File: config.mk
export PLATFORM = sky130hd
export DESIGN_NAME = fpu_apb_top
export DESIGN_NICKNAME = d
export VERILOG_FILES = /design/src/rtl/fpu_pkg.sv /design/src/rtl/fpu_unpack.sv /design/src/rtl/fpu_mult.sv /design/src/rtl/fpu_norm.sv /design/src/rtl/fpu_core.sv /design/src/rtl/fpu_apb_regs.sv /design/src/rtl/fpu_apb_top.sv
export VERILOG_INCLUDE_DIRS = /design/src /design/src/rtl
export SDC_FILE = /design/constraint.sdc
export NUM_CORES = 2
export LEC_CHECK = 0
export BUFFER_PORTS_ARGS = -buffer_cell sky130_fd_sc_hd__buf_2
export CAP_MARGIN = 20
export CORE_MARGIN = 5
export CORE_UTILIZATION = 30
export DETAILED_ROUTE_END_ITERATION = 16
export GPL_TIMING_DRIVEN = 1
export HOLD_SLACK_MARGIN = 0.15
export PLACE_DENSITY_LB_ADDON = 0.1
export REMOVE_ABC_BUFFERS = 1
export SLEW_MARGIN = 20
export SYNTH_ARGS = -nofsm -noshare
export SYNTH_HDL_FRONTEND = slang
export SYNTH_SLANG_ARGS = --single-unit
export TNS_END_PERCENT = 50
File: constraint.sdc
create_clock -name clk -period 7.4 [get_ports clk]
set_input_delay 1.48 -clock clk [delete_from_list [all_inputs] [get_ports clk]]
set_output_delay 1.48 -clock clk [all_outputs]
set_load 0.02 [all_outputs]
File: src/rtl/fpu_defines.svh
////////////////////////////////////////////////////////////////////////////
// Binary32 format widths, exponent bias and canonical quiet NaN
// APB address width and register offsets of the multiplier block
////////////////////////////////////////////////////////////////////////////

`ifndef FPU_DEFINES_SVH
`define FPU_DEFINES_SVH

// Binary32 field widths
`define FPU_EXP_W       8
`define FPU_MANT_W      23
`define FPU_BIAS        127

// Canonical quiet NaN, the only NaN the core produces
`define FPU_QNAN        32'h7FC00000

// APB register map
`define FPU_ADDR_W      8
`define FPU_REG_OP_A    8'h00
`define FPU_REG_OP_B    8'h04
`define FPU_REG_CTRL    8'h08
`define FPU_REG_STATUS  8'h0C
`define FPU_REG_RESULT  8'h10

`endif

File: src/rtl/fpu_pkg.sv
////////////////////////////////////////////////////////////////////////////
// Types shared by the multiplier core and its APB register block
// Float word union, operand and pre-normalization structs, flags
////////////////////////////////////////////////////////////////////////////

package fpu_pkg;

`include "fpu_defines.svh"

   // Binary32 word split into its fields
   typedef struct packed {
      logic                   sign;
      logic [`FPU_EXP_W-1:0]  exp;
      logic [`FPU_MANT_W-1:0] mant;
   } fp32_fields_t;

   // Same word seen as raw bus data or as fields
   typedef union packed {
      logic [31:0]  raw;
      fp32_fields_t f;
   } fp32_u;

   // Operand class bits
   typedef struct packed {
      logic zero;
      logic inf;
      logic nan;
   } fp_class_t;

   // Unpacked operand, hidden bit restored
   typedef struct packed {
      logic                 sign;
      logic [`FPU_EXP_W-1:0] exp;
      logic [`FPU_MANT_W:0] mant;
      fp_class_t            cls;
   } fp_operand_t;

   // Product before normalization and rounding
   typedef struct packed {
      logic               sign;
      logic signed [9:0]  exp;
      logic [47:0]        mant;
      logic               result_zero;
      logic               result_inf;
      logic               result_nan;
      logic               invalid;
   } fp_prenorm_t;

   // Exception flags, same order as STATUS bits 7:4
   typedef struct packed {
      logic invalid;
      logic overflow;
      logic underflow;
      logic inexact;
   } fp_flags_t;

endpackage

File: src/rtl/fpu_unpack.sv
////////////////////////////////////////////////////////////////////////////
// Operand unpack for the binary32 multiplier
// Field split, hidden bit, denormal flush, zero/inf/NaN classification
////////////////////////////////////////////////////////////////////////////

`timescale 1ns/10ps

module fpu_unpack (
   input  fpu_pkg::fp32_u      op_a,
   input  fpu_pkg::fp32_u      op_b,
   output fpu_pkg::fp_operand_t opnd_a,
   output fpu_pkg::fp_operand_t opnd_b
);

   import fpu_pkg::*;

   // One word to one classified operand
   function automatic fp_operand_t unpack_word(fp32_u w);
      fp_operand_t o;
      logic        exp_zero;
      logic        exp_ones;
      logic        mant_zero;
      exp_zero  = (w.f.exp == '0);
      exp_ones  = &w.f.exp;
      mant_zero = (w.f.mant == '0);
      o.sign    = w.f.sign;
      if (exp_zero) begin
         // Denormals and zeros both become a signed zero
         o.exp  = '0;
         o.mant = '0;
      end else begin
         o.exp  = w.f.exp;
         o.mant = {1'b1, w.f.mant};
      end
      o.cls.zero = exp_zero;
      // All-ones exponent, mantissa picks inf or NaN
      o.cls.inf  = exp_ones & mant_zero;
      o.cls.nan  = exp_ones & ~mant_zero;
      return o;
   endfunction

   assign opnd_a = unpack_word(op_a);
   assign opnd_b = unpack_word(op_b);

endmodule

File: src/rtl/fpu_mult.sv
////////////////////////////////////////////////////////////////////////////
// Multiplier datapath ahead of the normalizer
// Sign, signed pre-normalization exponent, 48-bit mantissa product
////////////////////////////////////////////////////////////////////////////

`timescale 1ns/10ps

`include "fpu_defines.svh"

module fpu_mult (
   input  fpu_pkg::fp_operand_t opnd_a,
   input  fpu_pkg::fp_operand_t opnd_b,
   output fpu_pkg::fp_prenorm_t prenorm
);

   import fpu_pkg::*;

   localparam logic signed [9:0] exp_bias = 10'(`FPU_BIAS);

   logic any_nan;
   logic inf_times_zero;
   logic any_inf;
   logic any_zero;

   // Class combination
   assign any_nan        = opnd_a.cls.nan | opnd_b.cls.nan;
   assign inf_times_zero = (opnd_a.cls.inf & opnd_b.cls.zero) |
                           (opnd_a.cls.zero & opnd_b.cls.inf);
   assign any_inf        = opnd_a.cls.inf | opnd_b.cls.inf;
   assign any_zero       = opnd_a.cls.zero | opnd_b.cls.zero;

   always_comb begin
      prenorm.sign = opnd_a.sign ^ opnd_b.sign;
      // Exponent sum less bias, two guard bits for over/underflow
      prenorm.exp  = signed'({2'b00, opnd_a.exp}) + signed'({2'b00, opnd_b.exp})
                     - exp_bias;
      // Full 24x24 product
      prenorm.mant = opnd_a.mant * opnd_b.mant;

      // NaN first, then inf, then zero
      prenorm.invalid     = any_nan | inf_times_zero;
      prenorm.result_nan  = any_nan | inf_times_zero;
      prenorm.result_inf  = ~prenorm.result_nan & any_inf;
      prenorm.result_zero = ~prenorm.result_nan & ~any_inf & any_zero;
   end

endmodule

File: src/rtl/fpu_norm.sv
////////////////////////////////////////////////////////////////////////////
// Normalizer and round-to-nearest-even stage
// Overflow/underflow handling, special results, result and flag packing
////////////////////////////////////////////////////////////////////////////

`timescale 1ns/10ps

`include "fpu_defines.svh"

module fpu_norm (
   input  fpu_pkg::fp_prenorm_t prenorm,
   output fpu_pkg::fp32_u       res,
   output fpu_pkg::fp_flags_t   flags
);

   import fpu_pkg::*;

   localparam logic signed [9:0] exp_max = 10'sd254;
   localparam logic signed [9:0] exp_min = 10'sd1;

   logic signed [9:0] exp_in;
   logic signed [9:0] exp_n;
   logic [47:0]       mant_n;
   logic [23:0]       keep;
   logic              guard;
   logic              sticky;
   logic              round_up;
   logic [24:0]       mant_rnd;
   logic signed [9:0] exp_r;
   logic [22:0]       frac_r;

   assign exp_in = signed'(prenorm.exp);

   ////////////////////////////////////////////////////////////////////////////
   // Normalize
   ////////////////////////////////////////////////////////////////////////////

   // Product in [1,4), at most one right shift needed
   always_comb begin
      if (prenorm.mant[47]) begin
         // Bit shifted out folds into the LSB to keep sticky intact
         mant_n = {1'b0, prenorm.mant[47:2], prenorm.mant[1] | prenorm.mant[0]};
         exp_n  = exp_in + 10'sd1;
      end else begin
         mant_n = prenorm.mant;
         exp_n  = exp_in;
      end
   end

   ////////////////////////////////////////////////////////////////////////////
   // Round to nearest even
   ////////////////////////////////////////////////////////////////////////////

   assign keep     = mant_n[46:23];
   assign guard    = mant_n[22];
   assign sticky   = |mant_n[21:0];
   // Ties go to even LSB
   assign round_up = guard & (sticky | keep[0]);
   assign mant_rnd = {1'b0, keep} + {24'd0, round_up};

   // Carry out of rounding, mantissa becomes 1.0
   assign exp_r  = exp_n + (mant_rnd[24] ? 10'sd1 : 10'sd0);
   assign frac_r = mant_rnd[24] ? mant_rnd[23:1] : mant_rnd[22:0];

   ////////////////////////////////////////////////////////////////////////////
   // Result select and packing
   ////////////////////////////////////////////////////////////////////////////

   always_comb begin
      res        = '0;
      flags      = '0;
      res.f.sign = prenorm.sign;
      if (prenorm.result_nan) begin
         res.raw       = `FPU_QNAN;
         flags.invalid = prenorm.invalid;
      end else if (prenorm.result_inf) begin
         // Exact infinity, no flags
         res.f.exp = '1;
      end else if (prenorm.result_zero) begin
         res.f.exp  = '0;
         res.f.mant = '0;
      end else if (exp_r > exp_max) begin
         // Overflow to signed infinity
         res.f.exp       = '1;
         flags.overflow  = 1'b1;
         flags.inexact   = 1'b1;
      end else if (exp_r < exp_min) begin
         // Flush to signed zero
         flags.underflow = 1'b1;
         flags.inexact   = 1'b1;
      end else begin
         res.f.exp     = exp_r[7:0];
         res.f.mant    = frac_r;
         flags.inexact = guard | sticky;
      end
   end

endmodule

File: src/rtl/fpu_core.sv
////////////////////////////////////////////////////////////////////////////
// Two-stage binary32 multiplier core
// Unpack and multiply, register, normalize and round, register
////////////////////////////////////////////////////////////////////////////

`timescale 1ns/10ps

module fpu_core (
   input  logic                clk,
   input  logic                rst,
   input  logic                start,
   input  fpu_pkg::fp32_u      op_a,
   input  fpu_pkg::fp32_u      op_b,
   output logic                done,
   output fpu_pkg::fp32_u      res,
   output fpu_pkg::fp_flags_t  flags
);

   import fpu_pkg::*;

   fp_operand_t opnd_a;
   fp_operand_t opnd_b;
   fp_prenorm_t prenorm_d;
   fp_prenorm_t prenorm_q;
   logic        s1_valid;
   fp32_u       res_d;
   fp_flags_t   flags_d;

   ////////////////////////////////////////////////////////////////////////////
   // Stage 1, unpack and multiply
   ////////////////////////////////////////////////////////////////////////////

   fpu_unpack u_unpack (
      .op_a   (op_a),
      .op_b   (op_b),
      .opnd_a (opnd_a),
      .opnd_b (opnd_b)
   );

   fpu_mult u_mult (
      .opnd_a  (opnd_a),
      .opnd_b  (opnd_b),
      .prenorm (prenorm_d)
   );

   // Valid strobe
   always_ff @(posedge clk) begin
      if (rst) begin
         s1_valid <= 1'b0;
      end else begin
         s1_valid <= start;
      end
   end

   // Pre-normalization data, loaded only with a new operation
   always_ff @(posedge clk) begin
      if (start) begin
         prenorm_q <= prenorm_d;
      end
   end

   ////////////////////////////////////////////////////////////////////////////
   // Stage 2, normalize and round
   ////////////////////////////////////////////////////////////////////////////

   fpu_norm u_norm (
      .prenorm (prenorm_q),
      .res     (res_d),
      .flags   (flags_d)
   );

   always_ff @(posedge clk) begin
      if (rst) begin
         done <= 1'b0;
      end else begin
         done <= s1_valid;
      end
   end

   // Result registers follow stage 1 valid
   always_ff @(posedge clk) begin
      if (s1_valid) begin
         res   <= res_d;
         flags <= flags_d;
      end
   end

endmodule

File: src/rtl/fpu_apb_regs.sv
////////////////////////////////////////////////////////////////////////////
// APB3 register block of the multiplier
// Operand, control, status and result registers, start pulse,
// wait states on early result reads, error on unmapped offsets
////////////////////////////////////////////////////////////////////////////

`timescale 1ns/10ps

`include "fpu_defines.svh"

module fpu_apb_regs (
   input  logic                   clk,
   input  logic                   rst,
   input  logic                   psel,
   input  logic                   penable,
   input  logic                   pwrite,
   input  logic [`FPU_ADDR_W-1:0] paddr,
   input  logic [31:0]            pwdata,
   output logic [31:0]            prdata,
   output logic                   pready,
   output logic                   pslverr,
   output logic                   start,
   output fpu_pkg::fp32_u         op_a,
   output fpu_pkg::fp32_u         op_b,
   input  logic                   done,
   input  fpu_pkg::fp32_u         res,
   input  fpu_pkg::fp_flags_t     flags
);

   import fpu_pkg::*;

   logic        access;
   logic        wr_en;
   logic        sel_op_a;
   logic        sel_op_b;
   logic        sel_ctrl;
   logic        sel_status;
   logic        sel_result;
   logic        addr_ok;
   logic        bad_write;
   logic        result_stall;
   logic        busy;
   logic        ready;
   fp32_u       result_q;
   fp_flags_t   flags_q;
   logic [31:0] status_word;

   ////////////////////////////////////////////////////////////////////////////
   // Decode and handshake
   ////////////////////////////////////////////////////////////////////////////

   assign access     = psel & penable;
   assign sel_op_a   = (paddr == `FPU_REG_OP_A);
   assign sel_op_b   = (paddr == `FPU_REG_OP_B);
   assign sel_ctrl   = (paddr == `FPU_REG_CTRL);
   assign sel_status = (paddr == `FPU_REG_STATUS);
   assign sel_result = (paddr == `FPU_REG_RESULT);
   assign addr_ok    = sel_op_a | sel_op_b | sel_ctrl | sel_status | sel_result;

   // STATUS and RESULT are read only
   assign bad_write  = pwrite & (sel_status | sel_result);

   // Hold a RESULT read until the pending product lands
   assign result_stall = access & ~pwrite & sel_result & busy;
   assign pready       = ~result_stall;
   assign pslverr      = access & pready & (~addr_ok | bad_write);

   // Writes never stall
   assign wr_en = access & pwrite;

   ////////////////////////////////////////////////////////////////////////////
   // Registers
   ////////////////////////////////////////////////////////////////////////////

   always_ff @(posedge clk) begin
      if (rst) begin
         op_a     <= '0;
         op_b     <= '0;
         start    <= 1'b0;
         busy     <= 1'b0;
         ready    <= 1'b0;
         result_q <= '0;
         flags_q  <= '0;
      end else begin
         // Start is a single-cycle pulse
         start <= 1'b0;
         if (wr_en && sel_op_a) begin
            op_a.raw <= pwdata;
         end
         if (wr_en && sel_op_b) begin
            op_b.raw <= pwdata;
         end
         // Go bit, dropped while an operation is pending
         if (wr_en && sel_ctrl && pwdata[0] && !busy) begin
            start <= 1'b1;
            busy  <= 1'b1;
            ready <= 1'b0;
         end
         // Capture core output
         if (done) begin
            result_q <= res;
            flags_q  <= flags;
            busy     <= 1'b0;
            ready    <= 1'b1;
         end
      end
   end

   ////////////////////////////////////////////////////////////////////////////
   // Read mux
   ////////////////////////////////////////////////////////////////////////////

   // Bit 0 busy, bit 1 ready, bits 7:4 flags
   assign status_word = {24'd0, flags_q, 2'b00, ready, busy};

   always_comb begin
      prdata = '0;
      if (psel && !pwrite) begin
         case (paddr)
            `FPU_REG_OP_A:   prdata = op_a.raw;
            `FPU_REG_OP_B:   prdata = op_b.raw;
            `FPU_REG_STATUS: prdata = status_word;
            `FPU_REG_RESULT: prdata = result_q.raw;
            // CTRL reads as zero
            default:         prdata = '0;
         endcase
      end
   end

endmodule

File: src/rtl/fpu_apb_top.sv
////////////////////////////////////////////////////////////////////////////
// Top level, APB register block wired to the multiplier core
////////////////////////////////////////////////////////////////////////////

`timescale 1ns/10ps

`include "fpu_defines.svh"

module fpu_apb_top (
   input  logic                   clk,
   input  logic                   rst,
   input  logic                   psel,
   input  logic                   penable,
   input  logic                   pwrite,
   input  logic [`FPU_ADDR_W-1:0] paddr,
   input  logic [31:0]            pwdata,
   output logic [31:0]            prdata,
   output logic                   pready,
   output logic                   pslverr
);

   import fpu_pkg::*;

   // Core side of the register block
   logic      start;
   logic      done;
   fp32_u     op_a;
   fp32_u     op_b;
   fp32_u     res;
   fp_flags_t flags;

   fpu_apb_regs u_regs (
      .clk     (clk),
      .rst     (rst),
      .psel    (psel),
      .penable (penable),
      .pwrite  (pwrite),
      .paddr   (paddr),
      .pwdata  (pwdata),
      .prdata  (prdata),
      .pready  (pready),
      .pslverr (pslverr),
      .start   (start),
      .op_a    (op_a),
      .op_b    (op_b),
      .done    (done),
      .res     (res),
      .flags   (flags)
   );

   fpu_core u_core (
      .clk   (clk),
      .rst   (rst),
      .start (start),
      .op_a  (op_a),
      .op_b  (op_b),
      .done  (done),
      .res   (res),
      .flags (flags)
   );

endmodule

==> results.cfg <==
[critical_path]
critPathTopFamily = adder cells
crit_buf_inv = 8
worstPathArrival_ps = 8360
worstPathMaxFanout = 7
cp-start-kind = flip-flop
crit_top_cell = fa_1
cpPeakStageDelay_ps = 590
reg2regPathDepth = 28
slowest_stage = fa_2
critical_path_class = flip-flop to flip-flop
endpoint_kind = flip-flop
cp.depth = 28
required_ps = 7740

[sta]
drv_slew = 0
slew-limit-headroom = 0.274
finalHoldViolCount = 0
period_needed_ps = 8020
fin_skew_ps = 44.2
rsz0062_at_grt = yes
worst_hold_slack_ps = 477
fin_ws_ps = -615
worstMarginPinSlew_ps = 1090
tns_ps = -8070
finalCritPeriodShare = 1.08
setup_viol = 23
fmax_mhz = 125

[cells_and_area]
drive_gt1_frac = 0.208
final_common_cell = inv_1
final_util = 0.368
fin_cells = 4854
fin_nets = 4277
multi_input_area_mm2 = 0.0221
seq_area_mm2 = 0.00505
layout_common_cells = inv_1 (560), fa_1 (457), nand2_1 (449)
syn2layout_area_growth_pct = 21.6
design_area_mm2 = 0.0357
fill_cells = 9920

[drt]
first_pass_iters = 9
drt-initial-drc-count = 1966
vias = 24453
antenna_left = 0
drt_wl_total_um = 112000
drc = 0
viasPerCell = 5.04
avgRoutedWirePerCell_um = 23.2

[placement]
gp_congestion = 0.880
dp_hpwl_um = 89200
io_buffers = 78
place_area_mm2 = 0.0332
place_inst = 4759
dp_worst_setup_slack_ps = -1230

[cts]
root_buffer = clkbuf_16
cts_buffers = 27
cts.sinks = 203
clk_path_buf_depth = 3
htreeDepth = 1
tritoncts = built
path_clk_slew_ps = 60
clock_latency_ps = 590

[logic_synthesis]
synthFlopType = dfxtp_1
synthTopCellsByArea = fa_1 (33%), edfxtp_1 (10%), ha_1 (8.2%), inv_1 (7.6%), dfxtp_1 (7.2%)
synth_top_area_cell = fa_1
synthArstFlopShare = 0
synth_warnings = 0
syn_area_per_cell_um2 = 8.87
syn_area_mm2 = 0.0294
netlist.area_leader.share = 0.329
yosys_register_bits = 203
synth_edf_count = 98
ys_seq_area_frac = 0.172
ys_types = 81
netlist_instances = 3313

[floorplan]
coreArea_mm2 = 0.0970
start_util = 0.303
ioPinCount = 79
dieHeight_um = 323
placement_rows = 114
die-width_um = 323
dieArea_mm2 = 0.104

[grt]
met3_usage = 0.0275
overflow = 0
grt_pass1_wl_um = 171000
grt_use_total = 0.217
grt_util_met2 = 0.370
gr-max-usage-layer = met2
grt_max_degree = 64
antenna_found_initial = 7
first_global_vias = 26576
grtUsageMet1 = 0.298

[pwr]
ir_worst_vdd_v = 0.000176
power_mw = 2.56
p_per_area_mw_per_mm2 = 71.6
power.leakage_nw = 17.2

[hold_path]
worst_hold_path_type = flip-flop to flip-flop
holdPathStages = 2

[outcome]
status = finished, violations left
violations = setup timing

[flow_run]
maxCapViolCount = 0
==> worst min-delay path, cell delays in order, from the launching register on <==
cell	delay (ps)
edfxtp_1	330
mux2i_1	70
nor2_1	70
==> synthesized netlist by cell type (13+ instances only) <==
cell type,count
a211oi_1,13
a21o_1,27
a21oi_1,148
a222oi_1,32
and2_1,43
and3_1,284
clkbuf_1,230
dfxtp_1,105
edfxtp_1,98
fa_1,483
ha_1,193
inv_1,594
mux2i_1,49
nand2_1,462
nand3_1,32
nand4_1,27
nor2_1,149
nor3_1,17
nor4_1,15
o21ai_0,38
xnor2_1,49
xor2_1,43
==> worst paths after layout <==
| kind | from | slack, ps | end |
|---|---|---|---|
| worst max-delay path | u_regs.op_b[29] | -620 | u_core.prenorm_q[48] |
| worst max register to register | u_regs.op_b[29] | -620 | u_core.prenorm_q[48] |
| worst min register to register | u_core.res[9] | 480 | u_regs.result_q[9] |
| worst min-delay path | u_core.res[9] | 480 | u_regs.result_q[9] |
==> layer usage <==
layer	wire length, um	share of wire
met5	13	0.00012
met4	3160	0.028
met3	6460	0.058
met2	53200	0.47
met1	49500	0.44
==> cell type report <==
class,instances,area share
multi-input combinational,2266,0.618
sequential,203,0.141
timing repair buffer,463,0.109
inverter,595,0.0625
tap,1276,0.0447
clock buffer,38,0.0215
clock inverter,12,0.00357
antenna,1,0.0000700
==> logic make-up (layout without fill, tap and decap cells) <==
group / Yosys count / count (layout) / share of synthesized area
simple gates: 1096 / 1098 / 0.183
buf+inv: 846 / 1108 / 0.110
fa+ha+maj: 676 / 676 / 0.411
compound gates: 342 / 342 / 0.0765
flops: 203 / 203 / 0.172
xor+xnor: 94 / 94 / 0.0285
mux: 56 / 56 / 0.0194
other cells: 0 / 1 / 0
==> state kept, by name, summed over array words and instances, names as in the netlist <==
register,flops
u_regs.ready,1
u_regs.op_b,32
u_regs.result_q,32
u_core.s1_valid,1
u_regs.flags_q,4
u_regs.op_a,32
u_core.prenorm_q,62
u_regs.busy,1
u_regs.start,1
u_core.res,32
u_core.flags,4
u_core.done,1
==> power by group <==
part | total, mW | switching [mW] | leakage, nW | internal [mW]
registers | 1.17 | 0.000305 | 1.71 | 1.17
clock network | 1.35 | 0.554 | 0.438 | 0.793
logic | 0.0461 | 0.0331 | 15.1 | 0.0130
==> repair_timing <==
item,4_1_cts,5_1_grt
gates cloned,8,0
endpoints found under the setup margin,30,30
buffers inserted,29,13
hold buffers,0,0
resized for setup,202,97
hold endpoints to repair,0,0
pin swaps,92,63
Note: power is estimated with default switching activity, not from simulation.
